==> src/design/excp_pkg.sv <==
package excp_pkg;

    // ~~~~~~~~~~~~~~~~~~~~~~~~~~~~~~~~~~~~~~~~~~~~~~~~~~
    // widths
    // ~~~~~~~~~~~~~~~~~~~~~~~~~~~~~~~~~~~~~~~~~~~~~~~~~~
    typedef logic [31:0] word_t;        // address or data word.
    typedef logic [4:0]  exccode_t;     // cause.exccode.
    typedef logic [4:0]  cp0_addr_t;    // cp0 register number.

    // exception codes
    localparam exccode_t EXC_INT  = 5'd0;
    localparam exccode_t EXC_ADEL = 5'd4;
    localparam exccode_t EXC_ADES = 5'd5;
    localparam exccode_t EXC_SYS  = 5'd8;
    localparam exccode_t EXC_BP   = 5'd9;
    localparam exccode_t EXC_RI   = 5'd10;
    localparam exccode_t EXC_OV   = 5'd12;

    // cp0 register map
    localparam cp0_addr_t CP0_BADVADDR = 5'd8;
    localparam cp0_addr_t CP0_COUNT    = 5'd9;
    localparam cp0_addr_t CP0_COMPARE  = 5'd11;
    localparam cp0_addr_t CP0_STATUS   = 5'd12;
    localparam cp0_addr_t CP0_CAUSE    = 5'd13;
    localparam cp0_addr_t CP0_EPC      = 5'd14;

    localparam word_t EXC_VECTOR = 32'hbfc0_0380;    // general exception entry.

    // ~~~~~~~~~~~~~~~~~~~~~~~~~~~~~~~~~~~~~~~~~~~~~~~~~~
    // records
    // ~~~~~~~~~~~~~~~~~~~~~~~~~~~~~~~~~~~~~~~~~~~~~~~~~~
    typedef struct packed {
        logic eret;
        logic syscall;
        logic brk;
        logic inst_adel;
        logic data_adel;
        logic data_ades;
        logic overflow;
        logic ri;
    } excp_flags_t;

    typedef struct packed {
        word_t       pc;
        word_t       badvaddr;        // faulting data address.
        logic        in_ds;           // instruction sits in a branch delay slot.
        excp_flags_t flags;
    } slot_info_t;

    typedef struct packed {
        logic     update;             // exception commit, sets exl.
        exccode_t exccode;
        logic     bd;
        word_t    epc;
        logic     badvaddr_ena;
        word_t    badvaddr;
        logic     cls_exl;            // eret.
    } cp0_upd_t;

endpackage

==> src/design/exception_ctrl.sv <==
`timescale 1ns/1ps

module exception_ctrl (
    input  excp_pkg::slot_info_t slot_1,
    input  excp_pkg::slot_info_t slot_2,
    input  logic                 int_req,
    input  excp_pkg::word_t      epc,
    output logic                 redirect_en,
    output excp_pkg::word_t      redirect_pc,
    output logic                 flush,
    output excp_pkg::cp0_upd_t   upd
);
    import excp_pkg::*;

    logic has_1;
    logic has_2;

    // ~~~~~~~~~~~~~~~~~~~~~~~~~~~~~~~~~~~~~~~~~~~~~~~~~~
    // per-slot resolution
    // ~~~~~~~~~~~~~~~~~~~~~~~~~~~~~~~~~~~~~~~~~~~~~~~~~~

    // common part of any exception taken on a slot.
    function automatic cp0_upd_t fault_base(input slot_info_t s);
        cp0_upd_t u;
        u        = '0;
        u.update = 1'b1;
        u.bd     = s.in_ds;
        u.epc    = s.in_ds ? s.pc - 32'd4 : s.pc;    // restart at the branch.
        return u;
    endfunction

    function automatic cp0_upd_t slot_commit(input slot_info_t s);
        cp0_upd_t u;
        u = fault_base(s);
        if (s.flags.inst_adel) begin
            u.exccode      = EXC_ADEL;
            u.badvaddr_ena = 1'b1;
            u.badvaddr     = s.pc;
        end else if (s.flags.ri) begin
            u.exccode = EXC_RI;
        end else if (s.flags.overflow) begin
            u.exccode = EXC_OV;
        end else if (s.flags.syscall) begin
            u.exccode = EXC_SYS;
        end else if (s.flags.brk) begin
            u.exccode = EXC_BP;
        end else if (s.flags.eret) begin
            u         = '0;                  // no cp0 commit on return.
            u.cls_exl = 1'b1;
        end else if (s.flags.data_adel) begin
            u.exccode      = EXC_ADEL;
            u.badvaddr_ena = 1'b1;
            u.badvaddr     = s.badvaddr;
        end else begin
            u.exccode      = EXC_ADES;       // only data_ades left.
            u.badvaddr_ena = 1'b1;
            u.badvaddr     = s.badvaddr;
        end
        return u;
    endfunction

    assign has_1 = |slot_1.flags;
    assign has_2 = |slot_2.flags;

    // ~~~~~~~~~~~~~~~~~~~~~~~~~~~~~~~~~~~~~~~~~~~~~~~~~~
    // slot arbitration
    // ~~~~~~~~~~~~~~~~~~~~~~~~~~~~~~~~~~~~~~~~~~~~~~~~~~
    always_comb begin
        upd         = '0;
        redirect_en = 1'b0;
        if (int_req) begin
            // interrupts are charged to the older slot.
            upd         = fault_base(slot_1);
            upd.exccode = EXC_INT;
            redirect_en = 1'b1;
        end else if (has_1) begin
            upd         = slot_commit(slot_1);
            redirect_en = 1'b1;
        end else if (has_2) begin
            upd         = slot_commit(slot_2);
            redirect_en = 1'b1;
        end
    end

    always_comb begin
        if (!redirect_en) begin
            redirect_pc = '0;
        end else if (upd.cls_exl) begin
            redirect_pc = epc;               // eret.
        end else begin
            redirect_pc = EXC_VECTOR;
        end
    end

    assign flush = redirect_en;    // every redirect kills younger work.

endmodule

==> src/design/cp0_timer.sv <==
`timescale 1ns/1ps

module cp0_timer (
    input  logic            clk,
    input  logic            rst_n,
    input  logic            count_wr,
    input  logic            compare_wr,
    input  excp_pkg::word_t wdata,
    output excp_pkg::word_t count,
    output excp_pkg::word_t compare,
    output logic            timer_int
);

    logic half;    // count steps when this is set.

    always_ff @(posedge clk or negedge rst_n) begin
        if (!rst_n) begin
            half  <= 1'b0;
            count <= '0;
        end else if (count_wr) begin
            half  <= 1'b0;
            count <= wdata;
        end else begin
            half <= ~half;
            if (half) begin
                count <= count + 32'd1;
            end
        end
    end

    always_ff @(posedge clk or negedge rst_n) begin
        if (!rst_n) begin
            compare   <= '0;
            timer_int <= 1'b0;
        end else if (compare_wr) begin
            compare   <= wdata;
            timer_int <= 1'b0;      // acknowledge.
        end else if (count == compare) begin
            timer_int <= 1'b1;      // sticky until compare is rewritten.
        end
    end

endmodule

==> src/design/cp0_regs.sv <==
`timescale 1ns/1ps

module cp0_regs (
    input  logic                 clk,
    input  logic                 rst_n,
    input  excp_pkg::cp0_upd_t   upd,
    input  logic                 mtc0_en,
    input  excp_pkg::cp0_addr_t  mtc0_addr,
    input  excp_pkg::word_t      mtc0_data,
    input  excp_pkg::cp0_addr_t  mfc0_addr,
    output excp_pkg::word_t      mfc0_data,
    input  logic [5:0]           hw_int,
    output logic                 int_req,
    output excp_pkg::word_t      epc
);
    import excp_pkg::*;

    logic [7:0] status_im;
    logic       status_exl;
    logic       status_ie;
    logic       cause_bd;
    exccode_t   cause_exccode;
    logic [7:0] cause_ip;
    word_t      badvaddr;
    word_t      count;
    word_t      compare;
    logic       timer_int;
    logic       count_wr;
    logic       compare_wr;

    assign count_wr   = mtc0_en && (mtc0_addr == CP0_COUNT);
    assign compare_wr = mtc0_en && (mtc0_addr == CP0_COMPARE);

    cp0_timer u_cp0_timer (
        .clk        (clk),
        .rst_n      (rst_n),
        .count_wr   (count_wr),
        .compare_wr (compare_wr),
        .wdata      (mtc0_data),
        .count      (count),
        .compare    (compare),
        .timer_int  (timer_int)
    );

    // ~~~~~~~~~~~~~~~~~~~~~~~~~~~~~~~~~~~~~~~~~~~~~~~~~~
    // register updates, exception commit last so it wins
    // ~~~~~~~~~~~~~~~~~~~~~~~~~~~~~~~~~~~~~~~~~~~~~~~~~~
    always_ff @(posedge clk or negedge rst_n) begin
        if (!rst_n) begin
            status_im     <= '0;
            status_exl    <= 1'b1;    // come up in exception level.
            status_ie     <= 1'b0;
            cause_bd      <= 1'b0;
            cause_exccode <= '0;
            epc           <= '0;
            badvaddr      <= '0;
        end else begin
            if (mtc0_en && mtc0_addr == CP0_STATUS) begin
                status_im  <= mtc0_data[15:8];
                status_exl <= mtc0_data[1];
                status_ie  <= mtc0_data[0];
            end
            if (mtc0_en && mtc0_addr == CP0_EPC) begin
                epc <= mtc0_data;
            end
            if (upd.update) begin
                status_exl    <= 1'b1;
                cause_bd      <= upd.bd;
                cause_exccode <= upd.exccode;
                epc           <= upd.epc;
            end else if (upd.cls_exl) begin
                status_exl <= 1'b0;
            end
            if (upd.badvaddr_ena) begin
                badvaddr <= upd.badvaddr;
            end
        end
    end

    // software bits ip[1:0] read as zero.
    assign cause_ip = {hw_int[5] | timer_int, hw_int[4:0], 2'b00};
    assign int_req  = status_ie && !status_exl && |(cause_ip & status_im);

    always_comb begin
        case (mfc0_addr)
            CP0_BADVADDR: mfc0_data = badvaddr;
            CP0_COUNT:    mfc0_data = count;
            CP0_COMPARE:  mfc0_data = compare;
            CP0_STATUS:   mfc0_data = {16'b0, status_im, 6'b0, status_exl, status_ie};
            CP0_CAUSE:    mfc0_data = {cause_bd, 15'b0, cause_ip, 1'b0, cause_exccode, 2'b00};
            CP0_EPC:      mfc0_data = epc;
            default:      mfc0_data = '0;    // unimplemented.
        endcase
    end

endmodule

==> src/design/excp_top.sv <==
`timescale 1ns/1ps

module excp_top (
    input  logic                 clk,
    input  logic                 rst_n,
    input  excp_pkg::slot_info_t slot_1,
    input  excp_pkg::slot_info_t slot_2,
    input  logic [5:0]           hw_int,
    input  logic                 mtc0_en,
    input  excp_pkg::cp0_addr_t  mtc0_addr,
    input  excp_pkg::word_t      mtc0_data,
    input  excp_pkg::cp0_addr_t  mfc0_addr,
    output excp_pkg::word_t      mfc0_data,
    output logic                 redirect_en,
    output excp_pkg::word_t      redirect_pc,
    output logic                 flush
);
    import excp_pkg::*;

    logic     int_req;
    word_t    epc;
    cp0_upd_t upd;

    // ~~~~~~~~~~~~~~~~~~~~~~~~~~~~~~~~~~~~~~~~~~~~~~~~~~
    // resolver and cp0
    // ~~~~~~~~~~~~~~~~~~~~~~~~~~~~~~~~~~~~~~~~~~~~~~~~~~
    exception_ctrl u_exception_ctrl (
        .slot_1      (slot_1),
        .slot_2      (slot_2),
        .int_req     (int_req),
        .epc         (epc),
        .redirect_en (redirect_en),
        .redirect_pc (redirect_pc),
        .flush       (flush),
        .upd         (upd)
    );

    cp0_regs u_cp0_regs (
        .clk       (clk),
        .rst_n     (rst_n),
        .upd       (upd),
        .mtc0_en   (mtc0_en),
        .mtc0_addr (mtc0_addr),
        .mtc0_data (mtc0_data),
        .mfc0_addr (mfc0_addr),
        .mfc0_data (mfc0_data),
        .hw_int    (hw_int),
        .int_req   (int_req),
        .epc       (epc)
    );

endmodule

==> config.mk <==
export PLATFORM = sky130hd
export DESIGN_NAME = excp_top
export DESIGN_NICKNAME = d
export VERILOG_FILES = /design/src/design/excp_pkg.sv /design/src/design/exception_ctrl.sv /design/src/design/cp0_timer.sv /design/src/design/cp0_regs.sv /design/src/design/excp_top.sv
export SDC_FILE = /design/constraint.sdc
export NUM_CORES = 1
export LEC_CHECK = 0
export ABC_AREA = 1
export BUFFER_PORTS_ARGS = -buffer_cell sky130_fd_sc_hd__buf_2
export CAP_MARGIN = 25
export CORE_MARGIN = 2
export CORE_UTILIZATION = 40
export CTS_CLUSTER_SIZE = 8
export DETAILED_ROUTE_END_ITERATION = 8
export HOLD_SLACK_MARGIN = 0.05
export PLACE_DENSITY = 0.61
export RECOVER_POWER = 25
export SYNTH_ARGS = -nofsm -noshare
export SYNTH_HDL_FRONTEND = slang
export SYNTH_SLANG_ARGS = --single-unit
==> constraint.sdc <==
create_clock -name clk -period 2.8 [get_ports clk]
set_input_delay 0.7 -clock clk [delete_from_list [all_inputs] [get_ports clk]]
set_output_delay 0.7 -clock clk [all_outputs]
set_load 0.02 [all_outputs]
Yosys cells after proc, flatten, opt, wreduce, memory -nomap -nowiden --
Index checks and enable logic that the tools add are counted.
Cells by class: bitwise logic cells 3, multiplexer cells 67, add/sub/neg operators 3, equal/unequal tests 11, reductions and logical operators 14
Operators by type and width (count):
- two-way mux 67 bit | 8
- two-way mux 33 bit | 8
- two-way mux 32 bit | 8
- two-way mux 73 bit | 3
- case mux 32 bit (6 select lines) | 1
- subtractor 32 x 3 -> 32 bit (second input constant) | 2
- == test 5 x 4 -> 1 bit (second input constant) | 10
- two-way mux 5 bit | 10
- adder 32 x 1 -> 32 bit (second input constant) | 1
- == test 32 bit | 1
- two-way mux 1 bit | 27
- OR reduction 8 bit | 3
- bitwise AND 8 bit | 1
- logical AND 1 bit | 6
- two-way mux 3 bit | 2
- nonzero test 2 bit | 3
- nonzero test 3 bit | 1
- logical NOT 1 bit | 1
- NOT 1 bit | 1
- OR 1 bit | 1
Storage, ports and cells: register bits after elaboration 146, bits of input ports 197, output and inout bits 66

Longest topological paths before layout --
Gate-level depths: netlist of the first run.
depth in word-level cells 13, gate-level depth with buffers 15, gate-level depth less buffers 15

Cells and area by module --
A second synthesis of the first run with hierarchy kept.
Unflattened totals: cell total of the unflattened synthesis 2041, area total of the unflattened synthesis 12714.7 um2
By module, submodules not included:
- cp0_regs | area an instance 4865.9 um2, times used 1, cells each 707, sequential area each 2003.2 um2
- exception_ctrl | area an instance 3990.1 um2, times used 1, cells each 849, sequential area each 0.0 um2
- cp0_timer | area an instance 3858.7 um2, times used 1, cells each 485, sequential area each 1651.6 um2

Worst setup path before layout of the first run --
Ideal clock, no wire load.
path kind input-to-output, start input port slot_1[4] (netlist name), end output port redirect_pc[12], data arrival time 2060 ps, path slack 40 ps, required time 2100 ps, cell stages on the path 9, path through buf_6 -> inv_2 -> nand3_4 -> nor2_8 -> o21ai_4 -> inv_1 -> nand2_1 -> buf_2 -> nor3_1
Between the ends: longest elaborated chain between the ends 5, elaborated cells between the ends (all ways) 8
RTL lines:
- from (decl) | line excp_top.sv:6 | input excp_pkg::slot_info_t slot_1,
- OR reduction 8 bit or two-way mux 1 bit (tied branches) | line exception_ctrl.sv:62, exception_ctrl.sv:35
- two-way mux 73 bit | line exception_ctrl.sv:76 | end else if (has_1) begin
- two-way mux 73 bit | line exception_ctrl.sv:71 | if (int_req) begin
- two-way mux 32 bit | line exception_ctrl.sv:88 | end else if (upd.cls_exl) begin
- two-way mux 32 bit (*) | line exception_ctrl.sv:86 | if (!redirect_en) begin
- to (decl) | line excp_top.sv:15 | output excp_pkg::word_t redirect_pc,
Every way passes the cells marked *; elsewhere a longest branch is shown, timed or not.

Final worst setup path of the first run --
start register u_cp0_regs.status_exl, end output port redirect_pc[19]
Between the ends: longest elaborated chain between the ends 6, elaborated cells between the ends (all ways) 7
RTL lines:
- from (decl) | line cp0_regs.sv:19 | logic status_exl;
- from (signal assigned) | line cp0_regs.sv:60 | status_exl <= mtc0_data[1];
- logical NOT 1 bit (*) | line cp0_regs.sv:82 | assign int_req = status_ie && !status_exl && |(cause_ip & status_im);
- logical AND 1 bit (*) (2 in series) | line cp0_regs.sv:82
- two-way mux 73 bit | line exception_ctrl.sv:71
- two-way mux 32 bit | line exception_ctrl.sv:88
- two-way mux 32 bit (*) | line exception_ctrl.sv:86
Marks and branches as above.

==> tab_implementation.tex, run 1 <==
\begin{tabular}{lr}
\hline
Metric & Value \\
\hline
\multicolumn{2}{l}{\textbf{Timing}} \\
\quad Minimum period implied by the final worst setup slack & 2890 ps \\
\quad \# setup viols final & 27 \\
\quad Final clock skew & 16.6 ps \\
\quad Post-route setup slack & -92.1 ps \\
\quad Worst max-slew margin expressed relative to the limit & -0.566 \\
\quad RSZ-0062 raised after global routing & yes \\
\quad Total count of max-transition violations in the final report & 42 \\
\quad Fraction of the cycle the final worst path needs & 1.03 \\
\quad Transition time at the pin with the least slew margin & 2350 ps \\
\quad Max frequency & 346 MHz \\
\quad Final-report hold violation count & 0 \\
\multicolumn{2}{l}{\textbf{Yosys}} \\
\quad Main area contributors after synthesis & sky130\_fd\_sc\_hd\_\_dfrtp\_1 31\%, sky130\_fd\_sc\_hd\_\_nand2\_1 16\%, sky130\_fd\_sc\_hd\_\_inv\_1 7.1\% \\
\quad Area share of the largest cell type after synthesis & 0.313 \\
\quad Total number of yosys warnings & 0 \\
\quad Average instance area after synthesis & 6.43 um\^{}2 \\
\quad Nets in the synthesized netlist & 1992 \\
\quad Number of different library cells in the post-synthesis netlist & 52 \\
\quad Cell type contributing the most total cell area after synthesis & sky130\_fd\_sc\_hd\_\_dfrtp\_1 \\
\quad Synthesized netlist cell count & 1792 \\
\quad Proportion of register bits with asynchronous set or reset after synthesis & 1.00 \\
\quad Seq/Total Area, Yosys & 0.315 \\
\quad Flip-flop and latch count after synthesis & 145 \\
\quad Most instantiated flip-flop cell in the synthesis netlist & sky130\_fd\_sc\_hd\_\_dfrtp\_1 \\
\quad Number of synthesized flops with an enable pin & 0 \\
\quad Netlist area before placement & 11500 um\^{}2 \\
\multicolumn{2}{l}{\textbf{Global route}} \\
\quad Remaining global-route overflow & 0 \\
\quad GRT Overall Usage & 0.325 \\
\quad Antenna violations before repair & 1 \\
\quad Vias in the first global route & 12800 \\
\quad Largest net degree at the start of global routing & 59 \\
\quad Wire length of the first global-routing pass & 75400 um \\
\multicolumn{2}{l}{\textbf{Clock network}} \\
\quad Num CTS Buffers & 17 \\
\quad Clock Tree Root & sky130\_fd\_sc\_hd\_\_clkbuf\_16 \\
\quad Maximum root-to-sink buffer count & 2 \\
\quad CTS H-tree lvls & 4 \\
\quad Sinks on Clock Net & 145 \\
\quad TritonCTS clock tree & done \\
\quad Reg clk slew, reported paths & 70 ps \\
\quad Skew-Pair Late Insertion Delay & 430 ps \\
\multicolumn{2}{l}{\textbf{Routing}} \\
\quad Post-DRT Antenna Nets & 0 \\
\quad Routed length on met1 & 22400 um \\
\quad Residual DRC count & 0 \\
\quad Drt via density & 5.50 \\
\quad Overall via count from detail\_route & 13600 \\
\quad Drt total wl & 49600 um \\
\quad Highest Signal Layer & met5 \\
\quad Routed wire length per instance & 20.1 um \\
\quad Met2 routed WL & 21700 um \\
\quad 1st-pass router iterations & 8 \\
\quad Sum of met3 wire segment lengths after detailed routing & 4130 um \\
\quad DR iter-0 viols & 1581 \\
\multicolumn{2}{l}{\textbf{Outcome}} \\
\quad Violated checks & capacitance limit, slew limit, setup timing \\
\quad Outcome & complete, but fails checks \\
\multicolumn{2}{l}{\textbf{Critical path}} \\
\quad Worst Path Arrival & 2190 ps \\
\quad Worst R2R Path Depth & 12 \\
\quad Crit path kind & flip-flop to output pin \\
\quad Critical-path maximum fanout & 17 \\
\quad Crit path capture type & output pin \\
\quad Terminus of the critical flop-to-flop path & u\_cp0\_regs.epc[10] \\
\quad Timing startpoint of the critical path & u\_cp0\_regs.status\_exl \\
\quad Required @ worst endpoint & 2100 ps \\
\quad Startpoint type of the worst setup path & flip-flop \\
\quad Register-to-register setup slack & 370 ps \\
\quad Crit path capture & redirect\_pc[19] \\
\quad Worst reg2reg path startpoint & u\_cp0\_regs.status\_exl \\
\multicolumn{2}{l}{\textbf{Floorplanning}} \\
\quad Placeable core region & 28500 um\^{}2 \\
\quad Starting Density & 0.404 \\
\quad Horiz. Die Dim & 174 um \\
\quad Die footprint & 30200 um\^{}2 \\
\quad IO Pins & 263 \\
\quad Number of cell rows & 62 \\
\quad Die outline height & 174 um \\
\multicolumn{2}{l}{\textbf{Power and ir drop}} \\
\quad Static Leakage & 7.14 nW \\
\quad Total power density per cell area & 501 nW/um\^{}2 \\
\quad Peak ir drop on the vdd network & 0.448 mV \\
\multicolumn{2}{l}{\textbf{Layout}} \\
\quad Commonest non-fill, non-tap cell in the layout & sky130\_fd\_sc\_hd\_\_nand2\_1 \\
\quad Leading cell types in the layout, fill and taps excluded & 492 x sky130\_fd\_sc\_hd\_\_nand2\_1, 222 x sky130\_fd\_sc\_hd\_\_buf\_2, 213 x sky130\_fd\_sc\_hd\_\_inv\_1, 186 x sky130\_fd\_sc\_hd\_\_nor2\_1, 144 x sky130\_fd\_sc\_hd\_\_dfrtp\_1 \\
\quad Antenna cell count & 0 \\
\quad Synthesis-to-finish area growth & 27.7\% \\
\quad Fraction of layout cells with a size suffix above 1 & 0.218 \\
\quad Total number of nets in the final design & 2275 \\
\quad Final standard cell utilization of the core & 0.515 \\
\multicolumn{2}{l}{\textbf{Placement}} \\
\quad RePlAce Congestion & 0.989 \\
\quad Port Buffers & 262 \\
\quad Minimum setup slack after placement & -213 ps \\
\quad Detailed Place HPWL & 38800 um \\
\multicolumn{2}{l}{\textbf{Worst hold path}} \\
\quad Worst hold-check path type & flip-flop to flip-flop \\
\multicolumn{2}{l}{\textbf{Job}} \\
\quad Number of max-capacitance violations reported & 1 \\
\hline
\end{tabular}
logic make-up after synthesis:
kind of cell / after synthesis / synth area share
adders and majority gates: 3 / 0.00326
xor gates and xnor gates: 62 / 0.0471
and+or+nand+nor: 923 / 0.338
AOI/OAI and AO/OA: 345 / 0.185
buffers and inverters: 312 / 0.110
muxes: 2 / 0.00185
DFF: 145 / 0.315
report_power, final:
part	switching (mW)	internal, mW
sequential	0.490	2.48
combinational	1.24	0.748
clock	0.997	1.42
cell type report:
cell class,instances,area (um^2)
Clock buffer,18,429
Inverter,229,870
Tap cell,384,480
Sequential cell,145,3630
Fill cell,3021,13800
Clock inverter,13,178
Timing Repair Buffer,347,2290
Multi-Input combinational cell,1335,6840
registers in the layout, summed over array words and instances, names as in the netlist, 4 cells and up:
signal / cells
u_cp0_regs.u_cp0_timer.compare: 32
u_cp0_regs.epc: 32
u_cp0_regs.u_cp0_timer.count: 32
u_cp0_regs.status_im: 8
u_cp0_regs.badvaddr: 32
u_cp0_regs.cause_exccode: 4
worst max-delay path, cell delays in order (launching register included):
cell	delay, ps
sky130_fd_sc_hd__dfstp_2	520
sky130_fd_sc_hd__inv_1	70
sky130_fd_sc_hd__nand2_1	90
sky130_fd_sc_hd__o21bai_1	120
sky130_fd_sc_hd__buf_4	180
sky130_fd_sc_hd__o21ai_4	70
sky130_fd_sc_hd__inv_2	60
sky130_fd_sc_hd__nand2_2	50
sky130_fd_sc_hd__buf_12	160
sky130_fd_sc_hd__buf_6	140
sky130_fd_sc_hd__nor2_1	110
sky130_fd_sc_hd__buf_4	160
repair_timing:
| item | 4_1_cts | 5_1_grt |
|---|---|---|
| setup buffers | 2 | 3 |
| pin swaps | 3 | 12 |
| gates resized for setup | 60 | 65 |
| cloned | 3 | 1 |
| hold buffers | 0 | 0 |
| setup endpoints to repair | 55 | 66 |
metrics by stage:
step / instances / cell area [um^2] / hold slack [ps] / power (mW) / setup TNS (ps)
finish: 2471 / 14700 / 486 / 7.37 / -854
global route: 2471 / 14700 / 503 / 7.73 / -6110
CTS: 2467 / 14500 / 187 / 7.30 / -543
detailed placement: 2431 / 13600 / 475 / 4.86 / -3690
global placement: 2431 / 13600 / 467 / 4.84 / -3320
floorplan: 1792 / 11500 / 404 / 4.03 / 0
cell usage after synthesis (all sizes together) (27+ instances only):
| cell | count |
|---|---|
| o21ai | 168 |
| nor3 | 30 |
| nand3 | 140 |
| a21oi | 31 |
| inv | 226 |
| o211ai | 57 |
| dfrtp | 144 |
| xor2 | 56 |
| nand4 | 27 |
| nand2 | 496 |
| clkbuf | 51 |
| nor2 | 215 |
| buf | 32 |
layer usage:
layer | vias up | GRT usage
met5 | - | 0
met4 | 2 | 0.0914
met3 | 92 | 0.0384
met2 | 711 | 0.501
met1 | 6311 | 0.479
li1 | 6466 | -
worst min path at each step:
stage / startpoint / endpoint / slack (ps) / cells past startpoint
after global routing: mtc0_data[8] / u_cp0_regs.u_cp0_timer.compare[8] / 500 / 3
after global placement: u_cp0_regs.badvaddr[23] / u_cp0_regs.badvaddr[23] / 470 / 2
after CTS: rst_n / u_cp0_regs.status_ie / 190 / 1
after detailed placement: u_cp0_regs.badvaddr[7] / u_cp0_regs.badvaddr[7] / 470 / 2
final: u_cp0_regs.badvaddr[13] / u_cp0_regs.badvaddr[13] / 490 / 2
after floorplan: rst_n / u_cp0_regs.badvaddr[0] / 400 / 0
Power figures use the tool's default switching activity.
==> run 2, diff against run 1 <==
--- a/config.mk
+++ b/config.mk
@@ -6,6 +6,7 @@
 export NUM_CORES = 1
 export LEC_CHECK = 0
 export ABC_AREA = 1
+export ABC_CLOCK_PERIOD_IN_PS = 2800
 export BUFFER_PORTS_ARGS = -buffer_cell sky130_fd_sc_hd__buf_2
 export CAP_MARGIN = 25
 export CORE_MARGIN = 2
@@ -13,6 +14,7 @@
 export CTS_CLUSTER_SIZE = 8
 export DETAILED_ROUTE_END_ITERATION = 8
 export HOLD_SLACK_MARGIN = 0.05
+export MAX_ROUTING_LAYER = met4
 export PLACE_DENSITY = 0.61
 export RECOVER_POWER = 25
 export SYNTH_ARGS = -nofsm -noshare
==> run 2 against run 1 <==
The flow finishes with violations (setup timing). Sequential power hardly changed. Via count is 0.32% lower. Combinational power hardly changed. Routed wire length is 1.2% higher. Register-to-register slack better by 90 ps. Sequential cell count stayed put. Clock skew is 7.4 ps lower. Die area stayed put. Final cell count is 0.20% higher. Sequential share of layout area is 0.10 points lower. Clock-buffer cell count stayed put. Critical endpoint is now redirect_pc[15]. Largest power group unchanged.
==> tab_implementation.tex, run 2 (synthesis gave the netlist of run 1 again) <==
\begin{tabular}{lr}
\hline
Metric & Value \\
\hline
\multicolumn{2}{l}{\textbf{Global route}} \\
\quad GRT Overall Usage & 0.332 \\
\quad Vias in the first global route & 13000 \\
\quad Wire length of the first global-routing pass & 74900 um \\
\quad Remaining global-route overflow & 0 \\
\quad Antenna violations before repair & 1 \\
\quad Largest net degree at the start of global routing & 59 \\
\multicolumn{2}{l}{\textbf{Routing}} \\
\quad Drt via density & 5.47 \\
\quad Overall via count from detail\_route & 13500 \\
\quad DR iter-0 viols & 1524 \\
\quad Routed wire length per instance & 20.3 um \\
\quad 1st-pass router iterations & 5 \\
\quad Drt total wl & 50200 um \\
\quad Residual DRC count & 0 \\
\quad Post-DRT Antenna Nets & 0 \\
\multicolumn{2}{l}{\textbf{Layout}} \\
\quad Synthesis-to-finish area growth & 28.2\% \\
\quad Final standard cell utilization of the core & 0.518 \\
\quad Total number of nets in the final design & 2279 \\
\quad Total area of sequential cells & 3630 um\^{}2 \\
\quad Leading cell types in the layout, fill and taps excluded & 491 x sky130\_fd\_sc\_hd\_\_nand2\_1, 219 x sky130\_fd\_sc\_hd\_\_buf\_2, 212 x sky130\_fd\_sc\_hd\_\_inv\_1, 190 x sky130\_fd\_sc\_hd\_\_nor2\_1, 144 x sky130\_fd\_sc\_hd\_\_dfrtp\_1 \\
\quad Post-layout instance area & 14800 um\^{}2 \\
\quad Fraction of layout cells with a size suffix above 1 & 0.220 \\
\quad Area of combinational cells with multiple inputs & 6840 um\^{}2 \\
\quad Count of fill cells added during filler insertion & 3055 \\
\quad Commonest non-fill, non-tap cell in the layout & sky130\_fd\_sc\_hd\_\_nand2\_1 \\
\multicolumn{2}{l}{\textbf{Clock network}} \\
\quad Skew-Pair Late Insertion Delay & 440 ps \\
\quad Num CTS Buffers & 17 \\
\quad TritonCTS clock tree & done \\
\quad Clock Tree Root & sky130\_fd\_sc\_hd\_\_clkbuf\_16 \\
\quad Reg clk slew, reported paths & 70 ps \\
\quad Sinks on Clock Net & 145 \\
\quad Maximum root-to-sink buffer count & 2 \\
\quad CTS H-tree lvls & 4 \\
\quad Hold buffer count at CTS & 0 \\
\multicolumn{2}{l}{\textbf{Timing}} \\
\quad Fraction of the cycle the final worst path needs & 1.04 \\
\quad Final clock skew & 9.22 ps \\
\quad Post-route setup slack & -111 ps \\
\quad \# setup viols final & 29 \\
\quad Total count of max-transition violations in the final report & 0 \\
\quad Minimum period implied by the final worst setup slack & 2910 ps \\
\quad RSZ-0062 raised after global routing & yes \\
\quad Max frequency & 344 MHz \\
\quad Worst max-slew margin expressed relative to the limit & 0.147 \\
\quad Final-report hold violation count & 0 \\
\quad Transition time at the pin with the least slew margin & 1280 ps \\
\multicolumn{2}{l}{\textbf{Floorplanning}} \\
\quad Horiz. Die Dim & 174 um \\
\quad Starting Density & 0.404 \\
\quad Placeable core region & 28500 um\^{}2 \\
\quad Number of cell rows & 62 \\
\quad Die footprint & 30200 um\^{}2 \\
\quad Die outline height & 174 um \\
\quad IO Pins & 263 \\
\multicolumn{2}{l}{\textbf{Power and ir drop}} \\
\quad Static Leakage & 7.15 nW \\
\quad Post-layout power & 7.29 mW \\
\quad Peak ir drop on the vdd network & 0.426 mV \\
\quad Total power density per cell area & 493 nW/um\^{}2 \\
\multicolumn{2}{l}{\textbf{Critical path}} \\
\quad Crit path capture type & output pin \\
\quad Required @ worst endpoint & 2100 ps \\
\quad Crit path kind & flip-flop to output pin \\
\quad Startpoint type of the worst setup path & flip-flop \\
\quad Critical-path maximum fanout & 17 \\
\quad Worst Path Arrival & 2210 ps \\
\multicolumn{2}{l}{\textbf{Outcome}} \\
\quad Violated checks & setup timing \\
\quad Outcome & complete, but fails checks \\
\multicolumn{2}{l}{\textbf{Placement}} \\
\quad Dpl cell area & 13600 um\^{}2 \\
\quad Port Buffers & 262 \\
\quad Detailed Place HPWL & 38800 um \\
\quad RePlAce Congestion & 0.994 \\
\multicolumn{2}{l}{\textbf{Worst hold path}} \\
\quad Worst hold-check path type & input port to flip-flop \\
\multicolumn{2}{l}{\textbf{Job}} \\
\quad Number of max-capacitance violations reported & 0 \\
\hline
\end{tabular}
==> run 2: worst paths after layout <==
path	startpoint	endpoint	slack (ps)	cells after the start
setup reg to reg	u_cp0_regs.status_exl	u_cp0_regs.epc[10]	460	11
hold / removal	mtc0_data[9]	u_cp0_regs.u_cp0_timer.compare[9]	480	3
setup / recovery	u_cp0_regs.status_exl	redirect_pc[15]	-110	11
min in group asynchronous	rst_n	u_cp0_regs.status_ie	530	1
max in group asynchronous	rst_n	u_cp0_regs.u_cp0_timer.compare[26]	540	2
hold reg to reg	u_cp0_regs.badvaddr[7]	u_cp0_regs.badvaddr[7]	480	2
==> run 2: what timing repair did <==
item,CTS,global route
pin swaps,1,10
endpoints found under the setup margin,55,64
buffers inserted,5,5
cloned,0,7
gates resized for setup,54,72
==> run 2: critical path: stages, from the launching register on <==
cell	delay [ps]
sky130_fd_sc_hd__dfstp_2	510
sky130_fd_sc_hd__inv_1	70
sky130_fd_sc_hd__nand2_1	100
sky130_fd_sc_hd__o21bai_1	120
sky130_fd_sc_hd__buf_4	180
sky130_fd_sc_hd__o21ai_4	60
sky130_fd_sc_hd__inv_2	70
sky130_fd_sc_hd__nand2_2	60
sky130_fd_sc_hd__buf_12	150
sky130_fd_sc_hd__buf_4	140
sky130_fd_sc_hd__nor2_4	140
sky130_fd_sc_hd__buf_6	140
==> run 2: layer usage <==
layer | up-vias | GRT usage | part of all wire
li1 | 6460 | - | -
met1 | 6266 | 0.469 | 0.44
met2 | 695 | 0.483 | 0.44
met3 | 118 | 0.0524 | 0.088
met4 | 0 | 0.114 | 0.036
met5 | - | - | 0
==> run 2: metrics by stage <==
step           hold WS, ps  worst slack [ps]  setup TNS (ps)  cells
3_5_place_dp           469              -226           -4380   2427
4_1_cts                218             -70.7            -905   2463
6_report               480              -111           -1270   2476
5_1_grt                498              -198           -5210   2476
3_3_place_gp           469              -176           -3590   2427
2_1_floorplan          404              39.7               0   1792
==> run 2: power breakdown <==
group          switching [mW]  leakage [nW]  internal [mW]
Combinational            1.24          5.10          0.763
Clock                    1.00         0.276           1.32
Sequential              0.484          1.77           2.48
==> run 2: layout make-up <==
type | instances | area share
multi-input cells | 1335 | 0.463
flip-flops and latches | 145 | 0.246
repair buffers | 351 | 0.160
inverters | 229 | 0.0589
well taps | 384 | 0.0325
clock buffers | 18 | 0.0290
clock inverters | 13 | 0.0102
diodes | 1 | 0.000169
